### config.mk
export PLATFORM = sky130hd
export DESIGN_NAME = sub_mult_abs
export DESIGN_NICKNAME = d
export VERILOG_FILES = /design/src/fixed_pkg.sv /design/src/stream_pkg.sv /design/src/axis_if.sv /design/src/beat_if.sv /design/src/sub_mult_abs.sv /design/src/abs_sat.sv /design/src/sub_mult.sv /design/src/frame_align.sv
export SDC_FILE = /design/constraint.sdc
export NUM_CORES = 1
export LEC_CHECK = 0
export BUFFER_PORTS_ARGS = -buffer_cell sky130_fd_sc_hd__buf_2
export CAP_MARGIN = 0
export CORE_AREA = 3 3 216 218
export CTS_BUF_LIST = sky130_fd_sc_hd__clkbuf_8
export DETAILED_ROUTE_END_ITERATION = 16
export DIE_AREA = 0 0 219 221
export HOLD_SLACK_MARGIN = 0.02
export PLACE_DENSITY_LB_ADDON = 0.25
export SLEW_MARGIN = 20
export SYNTH_ARGS = -nofsm -noshare
export SYNTH_HDL_FRONTEND = slang
export SYNTH_SLANG_ARGS = --single-unit
### constraint.sdc
create_clock -name clk -period 17.6 [get_ports clk]
set_input_delay 1.76 -clock clk [delete_from_list [all_inputs] [get_ports clk]]
set_output_delay 1.76 -clock clk [all_outputs]
set_load 0.01 [all_outputs]
### src/fixed_pkg.sv
package fixed_pkg;

  // Data and grid samples, signed
  localparam int DATA_WIDTH_DEF = 16;
  localparam int DATA_FRAC_DEF  = 12;

  // Scale factor, signed
  localparam int SCALE_WIDTH_DEF = 16;
  localparam int SCALE_FRAC_DEF  = 12;

  // Result magnitude, unsigned
  localparam int RSLT_WIDTH_DEF = 16;
  localparam int RSLT_FRAC_DEF  = 12;

endpackage

### src/stream_pkg.sv
package stream_pkg;

  // Input channels of the three-way join
  typedef enum logic [1:0] {
    CH_DATA  = 2'd0,
    CH_GRID  = 2'd1,
    CH_SCALE = 2'd2
  } chan_e;

  // Number of joined input streams
  localparam int NUM_CH = 3;

  // Default tid width, carried from the data stream only
  localparam int ID_WIDTH_DEF = 8;

endpackage
### src/axis_if.sv
`timescale 1ns/100ps

// Single-word stream with frame end and id
interface axis_if
  import fixed_pkg::*, stream_pkg::*;
#(
  parameter int WIDTH    = RSLT_WIDTH_DEF + 2,
  parameter int ID_WIDTH = ID_WIDTH_DEF
);

  logic [WIDTH-1:0]    tdata;
  logic                tvalid;
  logic                tready;
  logic                tlast;
  logic [ID_WIDTH-1:0] tid;

  modport source (output tdata, tvalid, tlast, tid, input tready);

  modport sink (input tdata, tvalid, tlast, tid, output tready);

endinterface

### src/beat_if.sv
`timescale 1ns/100ps

// One aligned beat of data, grid and scale
interface beat_if
  import fixed_pkg::*, stream_pkg::*;
#(
  parameter int DATA_WIDTH  = DATA_WIDTH_DEF,
  parameter int SCALE_WIDTH = SCALE_WIDTH_DEF,
  parameter int ID_WIDTH    = ID_WIDTH_DEF
);

  logic signed [DATA_WIDTH-1:0]  data;
  logic signed [DATA_WIDTH-1:0]  grid;
  logic signed [SCALE_WIDTH-1:0] scale;
  logic                          last;
  logic [ID_WIDTH-1:0]           id;
  logic                          valid;
  logic                          ready;

  modport source (
    output data, grid, scale, last, id, valid,
    input  ready
  );

  modport sink (
    input  data, grid, scale, last, id, valid,
    output ready
  );

endinterface

### src/sub_mult_abs.sv
`timescale 1ns/100ps

// abs((data - grid) * scale) over three aligned AXI-Stream frames
module sub_mult_abs
  import fixed_pkg::*, stream_pkg::*;
#(
  parameter int DATA_WIDTH  = DATA_WIDTH_DEF,
  parameter int DATA_FRAC   = DATA_FRAC_DEF,
  parameter int SCALE_WIDTH = SCALE_WIDTH_DEF,
  parameter int SCALE_FRAC  = SCALE_FRAC_DEF,
  parameter int RSLT_WIDTH  = RSLT_WIDTH_DEF,
  parameter int RSLT_FRAC   = RSLT_FRAC_DEF,
  parameter int ID_WIDTH    = ID_WIDTH_DEF
) (
  input  logic                   clk,
  input  logic                   reset,

  input  logic [DATA_WIDTH-1:0]  s_axis_data_tdata,
  input  logic                   s_axis_data_tvalid,
  output logic                   s_axis_data_tready,
  input  logic                   s_axis_data_tlast,
  input  logic [ID_WIDTH-1:0]    s_axis_data_tid,

  input  logic [DATA_WIDTH-1:0]  s_axis_grid_tdata,
  input  logic                   s_axis_grid_tvalid,
  output logic                   s_axis_grid_tready,
  input  logic                   s_axis_grid_tlast,

  input  logic [SCALE_WIDTH-1:0] s_axis_scale_tdata,
  input  logic                   s_axis_scale_tvalid,
  output logic                   s_axis_scale_tready,
  input  logic                   s_axis_scale_tlast,

  output logic [RSLT_WIDTH-1:0]  m_axis_tdata,
  output logic                   m_axis_tvalid,
  input  logic                   m_axis_tready,
  output logic                   m_axis_tlast,
  output logic [ID_WIDTH-1:0]    m_axis_tid
);

  beat_if #(
    .DATA_WIDTH  (DATA_WIDTH),
    .SCALE_WIDTH (SCALE_WIDTH),
    .ID_WIDTH    (ID_WIDTH)
  ) beat ();

  // Shifted product with two guard bits for sign and overflow
  axis_if #(
    .WIDTH    (RSLT_WIDTH + 2),
    .ID_WIDTH (ID_WIDTH)
  ) prod ();

  frame_align #(
    .DATA_WIDTH  (DATA_WIDTH),
    .SCALE_WIDTH (SCALE_WIDTH),
    .ID_WIDTH    (ID_WIDTH)
  ) i_frame_align (
    .clk            (clk),
    .reset          (reset),
    .s_data_tdata   (s_axis_data_tdata),
    .s_grid_tdata   (s_axis_grid_tdata),
    .s_scale_tdata  (s_axis_scale_tdata),
    .s_data_tvalid  (s_axis_data_tvalid),
    .s_grid_tvalid  (s_axis_grid_tvalid),
    .s_scale_tvalid (s_axis_scale_tvalid),
    .s_data_tlast   (s_axis_data_tlast),
    .s_grid_tlast   (s_axis_grid_tlast),
    .s_scale_tlast  (s_axis_scale_tlast),
    .s_data_tid     (s_axis_data_tid),
    .s_data_tready  (s_axis_data_tready),
    .s_grid_tready  (s_axis_grid_tready),
    .s_scale_tready (s_axis_scale_tready),
    .out            (beat.source)
  );

  sub_mult #(
    .DATA_WIDTH  (DATA_WIDTH),
    .DATA_FRAC   (DATA_FRAC),
    .SCALE_WIDTH (SCALE_WIDTH),
    .SCALE_FRAC  (SCALE_FRAC),
    .RSLT_WIDTH  (RSLT_WIDTH),
    .RSLT_FRAC   (RSLT_FRAC),
    .ID_WIDTH    (ID_WIDTH)
  ) i_sub_mult (
    .clk   (clk),
    .reset (reset),
    .in    (beat.sink),
    .out   (prod.source)
  );

  abs_sat #(
    .RSLT_WIDTH (RSLT_WIDTH),
    .ID_WIDTH   (ID_WIDTH)
  ) i_abs_sat (
    .clk           (clk),
    .reset         (reset),
    .in            (prod.sink),
    .m_axis_tdata  (m_axis_tdata),
    .m_axis_tvalid (m_axis_tvalid),
    .m_axis_tlast  (m_axis_tlast),
    .m_axis_tid    (m_axis_tid),
    .m_axis_tready (m_axis_tready)
  );

endmodule

### src/abs_sat.sv
`timescale 1ns/100ps

module abs_sat
  import fixed_pkg::*, stream_pkg::*;
#(
  parameter int RSLT_WIDTH = RSLT_WIDTH_DEF,
  parameter int ID_WIDTH   = ID_WIDTH_DEF
) (
  input  logic                  clk,
  input  logic                  reset,
  axis_if.sink                  in,
  output logic [RSLT_WIDTH-1:0] m_axis_tdata,
  output logic                  m_axis_tvalid,
  output logic                  m_axis_tlast,
  output logic [ID_WIDTH-1:0]   m_axis_tid,
  input  logic                  m_axis_tready
);

  logic signed [RSLT_WIDTH+1:0] val;
  logic [RSLT_WIDTH+1:0]        mag;
  logic                         over;
  logic [RSLT_WIDTH-1:0]        clipped;

  assign val = in.tdata;
  // Most negative input still maps to the right unsigned magnitude
  assign mag = val[RSLT_WIDTH+1] ? -val : val;
  // Anything in the two guard bits is past the unsigned range
  assign over    = |mag[RSLT_WIDTH+1:RSLT_WIDTH];
  assign clipped = over ? '1 : mag[RSLT_WIDTH-1:0];

  assign in.tready = ~m_axis_tvalid | m_axis_tready;

  always_ff @(posedge clk) begin
    if (reset) begin
      m_axis_tvalid <= 1'b0;
    end else if (in.tready) begin
      m_axis_tvalid <= in.tvalid;
    end
  end

  always_ff @(posedge clk) begin
    if (in.tvalid && in.tready) begin
      m_axis_tdata <= clipped;
      m_axis_tlast <= in.tlast;
      m_axis_tid   <= in.tid;
    end
  end

endmodule

### src/sub_mult.sv
`timescale 1ns/100ps

module sub_mult
  import fixed_pkg::*, stream_pkg::*;
#(
  parameter int DATA_WIDTH  = DATA_WIDTH_DEF,
  parameter int DATA_FRAC   = DATA_FRAC_DEF,
  parameter int SCALE_WIDTH = SCALE_WIDTH_DEF,
  parameter int SCALE_FRAC  = SCALE_FRAC_DEF,
  parameter int RSLT_WIDTH  = RSLT_WIDTH_DEF,
  parameter int RSLT_FRAC   = RSLT_FRAC_DEF,
  parameter int ID_WIDTH    = ID_WIDTH_DEF
) (
  input  logic   clk,
  input  logic   reset,
  beat_if.sink   in,
  axis_if.source out
);

  localparam int DIFF_W = DATA_WIDTH + 1;
  localparam int PROD_W = DIFF_W + SCALE_WIDTH;
  localparam int OUT_W  = RSLT_WIDTH + 2;
  // Product carries DATA_FRAC + SCALE_FRAC fraction bits
  localparam int SHIFT  = DATA_FRAC + SCALE_FRAC - RSLT_FRAC;

  // Stage 1
  logic                          s1_valid;
  logic                          s1_ready;
  logic signed [DIFF_W-1:0]      s1_diff;
  logic signed [SCALE_WIDTH-1:0] s1_scale;
  logic                          s1_last;
  logic [ID_WIDTH-1:0]           s1_id;

  // Stage 2
  logic                          s2_valid;
  logic                          s2_ready;
  logic signed [OUT_W-1:0]       s2_data;
  logic                          s2_last;
  logic [ID_WIDTH-1:0]           s2_id;

  logic signed [PROD_W-1:0]      product;
  logic signed [PROD_W-1:0]      shifted;

  assign s2_ready = ~s2_valid | out.tready;
  assign s1_ready = ~s1_valid | s2_ready;
  assign in.ready = s1_ready;

  always_ff @(posedge clk) begin
    if (reset) begin
      s1_valid <= 1'b0;
    end else if (s1_ready) begin
      s1_valid <= in.valid;
    end
  end

  // Difference is one bit wider so it cannot overflow
  always_ff @(posedge clk) begin
    if (in.valid && s1_ready) begin
      s1_diff  <= DIFF_W'(in.data) - DIFF_W'(in.grid);
      s1_scale <= in.scale;
      s1_last  <= in.last;
      s1_id    <= in.id;
    end
  end

  assign product = s1_diff * s1_scale;
  // Arithmetic shift, floors toward minus infinity
  assign shifted = product >>> SHIFT;

  always_ff @(posedge clk) begin
    if (reset) begin
      s2_valid <= 1'b0;
    end else if (s2_ready) begin
      s2_valid <= s1_valid;
    end
  end

  always_ff @(posedge clk) begin
    if (s1_valid && s2_ready) begin
      s2_data <= OUT_W'(shifted);
      s2_last <= s1_last;
      s2_id   <= s1_id;
    end
  end

  assign out.tvalid = s2_valid;
  assign out.tdata  = s2_data;
  assign out.tlast  = s2_last;
  assign out.tid    = s2_id;

endmodule

### src/frame_align.sv
`timescale 1ns/100ps

module frame_align
  import stream_pkg::*;
#(
  parameter int DATA_WIDTH  = 16,
  parameter int SCALE_WIDTH = 16,
  parameter int ID_WIDTH    = 8
) (
  input  logic                   clk,
  input  logic                   reset,
  input  logic [DATA_WIDTH-1:0]  s_data_tdata,
  input  logic [DATA_WIDTH-1:0]  s_grid_tdata,
  input  logic [SCALE_WIDTH-1:0] s_scale_tdata,
  input  logic                   s_data_tvalid,
  input  logic                   s_grid_tvalid,
  input  logic                   s_scale_tvalid,
  input  logic                   s_data_tlast,
  input  logic                   s_grid_tlast,
  input  logic                   s_scale_tlast,
  input  logic [ID_WIDTH-1:0]    s_data_tid,
  output logic                   s_data_tready,
  output logic                   s_grid_tready,
  output logic                   s_scale_tready,
  beat_if.source                 out
);

  localparam int HOLD_W = (DATA_WIDTH > SCALE_WIDTH) ? DATA_WIDTH : SCALE_WIDTH;

  logic [NUM_CH-1:0] ended;
  logic [NUM_CH-1:0] vld;
  logic [NUM_CH-1:0] in_last;
  logic [NUM_CH-1:0] rdy;
  logic              xfer;

  logic [HOLD_W-1:0]   in_smp   [NUM_CH];
  logic [HOLD_W-1:0]   held     [NUM_CH];
  logic [HOLD_W-1:0]   beat_smp [NUM_CH];
  logic [ID_WIDTH-1:0] held_id;

  // Gather the channels into vectors indexed by chan_e
  assign vld[CH_DATA]      = s_data_tvalid;
  assign vld[CH_GRID]      = s_grid_tvalid;
  assign vld[CH_SCALE]     = s_scale_tvalid;
  assign in_last[CH_DATA]  = s_data_tlast;
  assign in_last[CH_GRID]  = s_grid_tlast;
  assign in_last[CH_SCALE] = s_scale_tlast;
  assign in_smp[CH_DATA]   = HOLD_W'(s_data_tdata);
  assign in_smp[CH_GRID]   = HOLD_W'(s_grid_tdata);
  assign in_smp[CH_SCALE]  = HOLD_W'(s_scale_tdata);

  // Ended channels stand in with their final sample
  always_comb begin
    for (int c = 0; c < NUM_CH; c++) begin
      beat_smp[c] = ended[c] ? held[c] : in_smp[c];
    end
  end

  assign out.valid = &(vld | ended);
  assign out.last  = &(in_last | ended);
  assign out.data  = beat_smp[CH_DATA][DATA_WIDTH-1:0];
  assign out.grid  = beat_smp[CH_GRID][DATA_WIDTH-1:0];
  assign out.scale = beat_smp[CH_SCALE][SCALE_WIDTH-1:0];
  assign out.id    = ended[CH_DATA] ? held_id : s_data_tid;

  assign xfer = out.valid & out.ready;
  // Only live channels are consumed
  assign rdy  = ~ended & {NUM_CH{xfer}};

  assign s_data_tready  = rdy[CH_DATA];
  assign s_grid_tready  = rdy[CH_GRID];
  assign s_scale_tready = rdy[CH_SCALE];

  always_ff @(posedge clk) begin
    if (reset) begin
      ended <= '0;
    end else if (xfer) begin
      // Whole output frame done once every channel has seen tlast
      if (out.last) begin
        ended <= '0;
      end else begin
        ended <= ended | in_last;
      end
    end
  end

  // Keep the most recent accepted sample of each channel
  always_ff @(posedge clk) begin
    for (int c = 0; c < NUM_CH; c++) begin
      if (rdy[c]) begin
        held[c] <= in_smp[c];
      end
    end
    if (rdy[CH_DATA]) begin
      held_id <= s_data_tid;
    end
  end

endmodule

* After elaboration in Yosys (flattened, before gate mapping)
Memories as Yosys holds them, arrays and structs flattened. A register that Yosys moved wholly into a read port is not among the register bits. Cells that the tools add are included.
Operators by class: reductions and logical operators 6, mux-type cells 11, multiply operators 1, bitwise logic cells 11, add/subtract/negate cells 2
Operators by type and width (number):
- 16-bit two-way mux | 2
- 17-bit by 16-bit multiplier with 30-bit output | 1
- 18-bit two-way mux | 1
- 18-bit negator | 1
- 16-bit by 16-bit subtractor with 17-bit output | 1
- 8-bit two-way mux | 1
- 1-bit two-way mux | 6
- 3-bit bitwise OR | 2
- 3-bit AND reduction | 2
- 3-bit AND | 1
- 1-bit logical AND | 3
- 3-bit two-way mux | 1
- 1-bit NOT | 3
- 3-bit NOT | 1
- 1-bit bitwise OR | 3
- 2-bit OR reduction | 1
- 1-bit AND | 1
Word-level totals: memory bits (writable) 48, output and inout bits 29, memories 1, register bits 92
Memories:
- i_frame_align.held | words 3, width 16, read ports 3, clocked after Yosys merged registers in 1, write ports 3, line frame_align.sv:37 | logic [HOLD_W-1:0] held [NUM_CH];

* Depth between registers and ports, before layout
depth after elaboration 8, depth in mapped cells 25, mapped depth without buffers 24

* Cells and area by module
From an unflattened synthesis, not the netlist that was laid out.
Unflattened totals: cell total of the unflattened synthesis 1516, area, all modules 16350.7 sq um
Modules (own cells, without submodules):
- sub_mult | area each 12505.7 sq um, seq. area each 2112.0 sq um, times used 1, cells an instance 1268
- frame_align | area each 2546.2 sq um, seq. area each 1741.7 sq um, times used 1, cells an instance 147
- abs_sat | area each 1298.7 sq um, seq. area each 770.7 sq um, times used 1, cells an instance 101

* Worst setup path before layout
Ideal clock, no wire load.
path kind flip-flop to flip-flop, start register i_sub_mult.s1_scale[7], read port of i_frame_align.held, end register i_sub_mult.s2_data[11], in the netlist i_sub_mult.out.tdata[11] (data pin), library setup time 0.259 ns, arrival 5.699 ns, cell stages (with the launch flop) 24, setup slack 11.642 ns, data required time 17.341 ns, path buffers 1, cell sequence edfxtp_1 > clkbuf_1 > nand2_1 > fa_1 > inv_1 > fa_1 > inv_1 > fa_1 > inv_1 > fa_1 > fa_1 > inv_1 > fa_1 > inv_1 > ha_1 > o21a_1 > o21ai_1 > a21oi_1 > a211oi_1 > nand2b_1 > o21bai_2 > a21o_1 > a21o_1 > o31a_1
On the way: longest elaborated chain between the ends 1
RTL lines:
- start: declaration | line sub_mult.sv:30 | logic signed [SCALE_WIDTH-1:0] s1_scale;
- 17-bit by 16-bit multiplier with 30-bit output | line sub_mult.sv:66 | assign product = s1_diff * s1_scale;
- net i_sub_mult.product[23] | line sub_mult.sv:41 | logic signed [PROD_W-1:0] product;
- end signal: assignment | line sub_mult.sv:80 | s2_data <= OUT_W'(shifted);
- end: declaration | line sub_mult.sv:37 | logic signed [OUT_W-1:0] s2_data;
The timed path passes the listed nets, and every way through them passes these cells. A chain may end at the register's enable or synchronous reset.

* Worst setup path in the final report
Ends and elaborated chain as after synthesis.

==> results.md <==
* Min Tclk post-route at 6452 ps
* Syn_nets at 1846
* CP dominant cell by count: fa_1
* Vias at 9806
* Number of remaining DRC errors at 0
* Yosys top cell by area: fa_1
* Total detailed-routing wirelength at 33660 um
* Fin cells at 2128
* Syn. warnings at 0
* Number of flops mapped to enable cells by yosys at 134
* Final setup fails at 0
* Cts repair resizes at 0
* RSZ-0062 raised after global routing: false
* Post-synthesis cell type count at 63
* Final RePlAce weighted congestion at 0.8077
* Vias in the first global route at 10846
* DIE AREA at 48400 um^2
* TritonRoute pass-1 iters at 5
* Die Ht at 221 um
* Sequential share of the synthesized area at 28.51%
* Postcts setup bufs at 0
* CP required at 17830 ps
* Gr usage total at 14.81%
* Final setup TNS at 0 ps
* Async S/R FF share, synth at 0%
* Hold Vio Cnt, Final at 0
* H-tree levels at 4
* Worst Setup Start Kind: register
* Placed cell count at 2095
* Hold buffers post-CTS at 0
* Crit Path Max Fanout at 17
* Initial Utilization at 34.73%
* Antenna violations before repair at 1
* Mapped Area at 15660 um^2
* First-pass GRT wire length at 56610 um
* CP cell instances: nand2_1 > fa_1 > inv_1 > fa_1 > inv_1 > fa_1 > inv_1 > fa_1 > fa_1 > inv_1 > fa_1 > inv_1 > ha_1 > o21a_1 > o21ai_1 > a21oi_1 > a211oi_1 > nand2b_1 > o21bai_2 > a21o_1 > a21o_1 > o31a_1
* Fin nets at 1926
* Cts bufs inserted at 17
* Layout cell share with drive strength beyond 1 at 12.64%
* Drt wl/cell at 15.82 um
* IO Pins at 94
* Max Root-Sink Buffers at 2
* #FFs+latches synth at 156
* Area contributors post-synth: fa_1 32%, edfxtp_1 26%, ha_1 7.5%, inv_1 7.3%, and2_1 5.0%
* Area grow syn2layout at 9.924%
* Grt total ovfl at 0
* Ys flop type: edfxtp_1
* CP Class: reg -> reg
* Min-delay worst type: reg -> reg
* Clock root buffer: clkbuf_8
* Status: completed
* Least-Margin Pin Slew at 732.3 ps
* MaxCap Viol Count at 0
* Reg clk slew, reported paths at 100 ps
* Top-area cell type share of the netlist area at 32.35%
* Clk_skew at 16.18 ps
* CP endpoint kind: register
* Arrival time at the worst endpoint at 6690 ps
* CTS sink cnt at 156
* Slowest-stage cell, CP: edfxtp_1
* Final Max Slew Viols at 0
* Worst Path Buf+Inv at 5
* Most frequent cell after synthesis: inv_1
* Site Rows at 78
* Post-DP HPWL at 27120 um
* Clock latency at the later pin of the worst-skew pair at 490 ps
* Drt initial violations at 450
* Die X at 219 um
* Slew headroom at 51.18%
* CTS tree: built
* Buffers on Ports at 93
* Synthesized area per cell at 10.92 um^2
* Post-Syn Instances at 1434
* Worst path max stage delay at 770 ps
* Core area at 45090 um^2
* Synth cell count leaders: 306 x inv_1, 253 x fa_1, 165 x nand2_1
* Top delay family on crit path: adder cells
* Largest net degree at the start of global routing at 31
* Filler instances at 4473
* Fmax at 155.0 MHz
* DR vias/cell at 4.608
* Post-route ant nets at 0
* Final period utilization at 36.66%
state kept, by name (all words and copies together) (netlist names):
name                     count
i_frame_align.held          48
i_sub_mult.out.tdata        18
i_sub_mult.s1_diff          17
i_abs_sat.m_axis_tdata      16
i_sub_mult.s1_scale         16
i_abs_sat.m_axis_tid         8
i_frame_align.held_id        8
i_sub_mult.out.tid           8
i_sub_mult.s1_id             8
i_frame_align.ended          3
i_abs_sat.m_axis_tlast       1
i_abs_sat.m_axis_tvalid      1
i_sub_mult.out.tlast         1
i_sub_mult.out.tvalid        1
i_sub_mult.s1_last           1
i_sub_mult.s1_valid          1
layer usage:
| metal | global-route usage (%) | part of all wire [%] | vias up |
|---|---|---|---|
| met4 | 4.704 | 2.6 | 0 |
| met2 | 25.71 | 51 | 154 |
| met1 | 19.15 | 44 | 5020 |
| met5 | 0 | 0 | - |
| met3 | 1.964 | 3.1 | 34 |
| li1 | - | - | 4598 |
layout by cell type, fill, tap and decap left out, types with 22 or more instances in the layout:
cell      synthesis  routed
and2_1          124     124
xnor2_1          37      37
ha_1             94      94
inv_1           306     305
edfxtp_1        134     134
fa_1            253     253
dfxtp_1          22      22
buf_2             2      93
nor2_1           34      33
mux2_2           39      39
nand2_1         165     165
worst reg2reg max path: stages, from the launching register on:
cell and delay (ps):
edfxtp_1 770, nand2_1 170, fa_1 570, inv_1 50, fa_1 500, inv_1 60, fa_1 530, inv_1 50
fa_1 450, fa_1 490, inv_1 50, fa_1 470, inv_1 40, ha_1 310, o21a_1 180, o21ai_1 120
a21oi_1 80, a211oi_1 340, nand2b_1 240, o21bai_2 90, a21o_1 210, a21o_1 200, o31a_1 240
logic make-up after synthesis:
group | synth area share, %
compound gates | 3.859
xor+xnor | 3.244
simple gates | 12.23
flops | 28.51
fa+ha+maj | 39.86
buf+inv | 8.406
mux | 3.891
cell type report:
class,instances,area [um^2],share of cell area [%]
clock inverters,14,175.2,1.018
diodes,1,2.502,0.01454
clock buffers,18,247.7,1.439
well taps,600,750.7,4.361
inverters,307,1152,6.695
repair buffers,102,533.0,3.097
flip-flops and latches,156,4464,25.94
multi-input cells,930,9887,57.44
path summary, 6_finish.rpt:
kind                            slack, ps                    from  depth (start not counted)                        to
worst max-delay path                11150  i_sub_mult.s1_scale[7]                         22  i_sub_mult.out.tdata[11]
worst min register to register        430    i_sub_mult.out.tlast                          0    i_abs_sat.m_axis_tlast
worst min-delay path                  430    i_sub_mult.out.tlast                          0    i_abs_sat.m_axis_tlast
worst max register to register      11150  i_sub_mult.s1_scale[7]                         22  i_sub_mult.out.tdata[11]
stage by stage:
| step | utilization (%) | hold WS [ps] | instance area [um^2] | setup WS (ps) |
|---|---|---|---|---|
| 3_5_place_dp | 37.23 | 404.5 | 16790 | 11160 |
| 4_1_cts | 38.17 | 423.9 | 17210 | 11130 |
| 5_1_grt | 38.18 | 431.8 | 17210 | 10820 |
| 3_3_place_gp | 37.23 | 401.1 | 16790 | 11220 |
| 6_report | 38.18 | 425.5 | 17210 | 11150 |
| 2_1_floorplan | - | 400.3 | 15660 | 11640 |
Power is left out: the tool's default activity adds up to more than one toggle a clock period on the data nets, which glitch-free logic cannot reach.
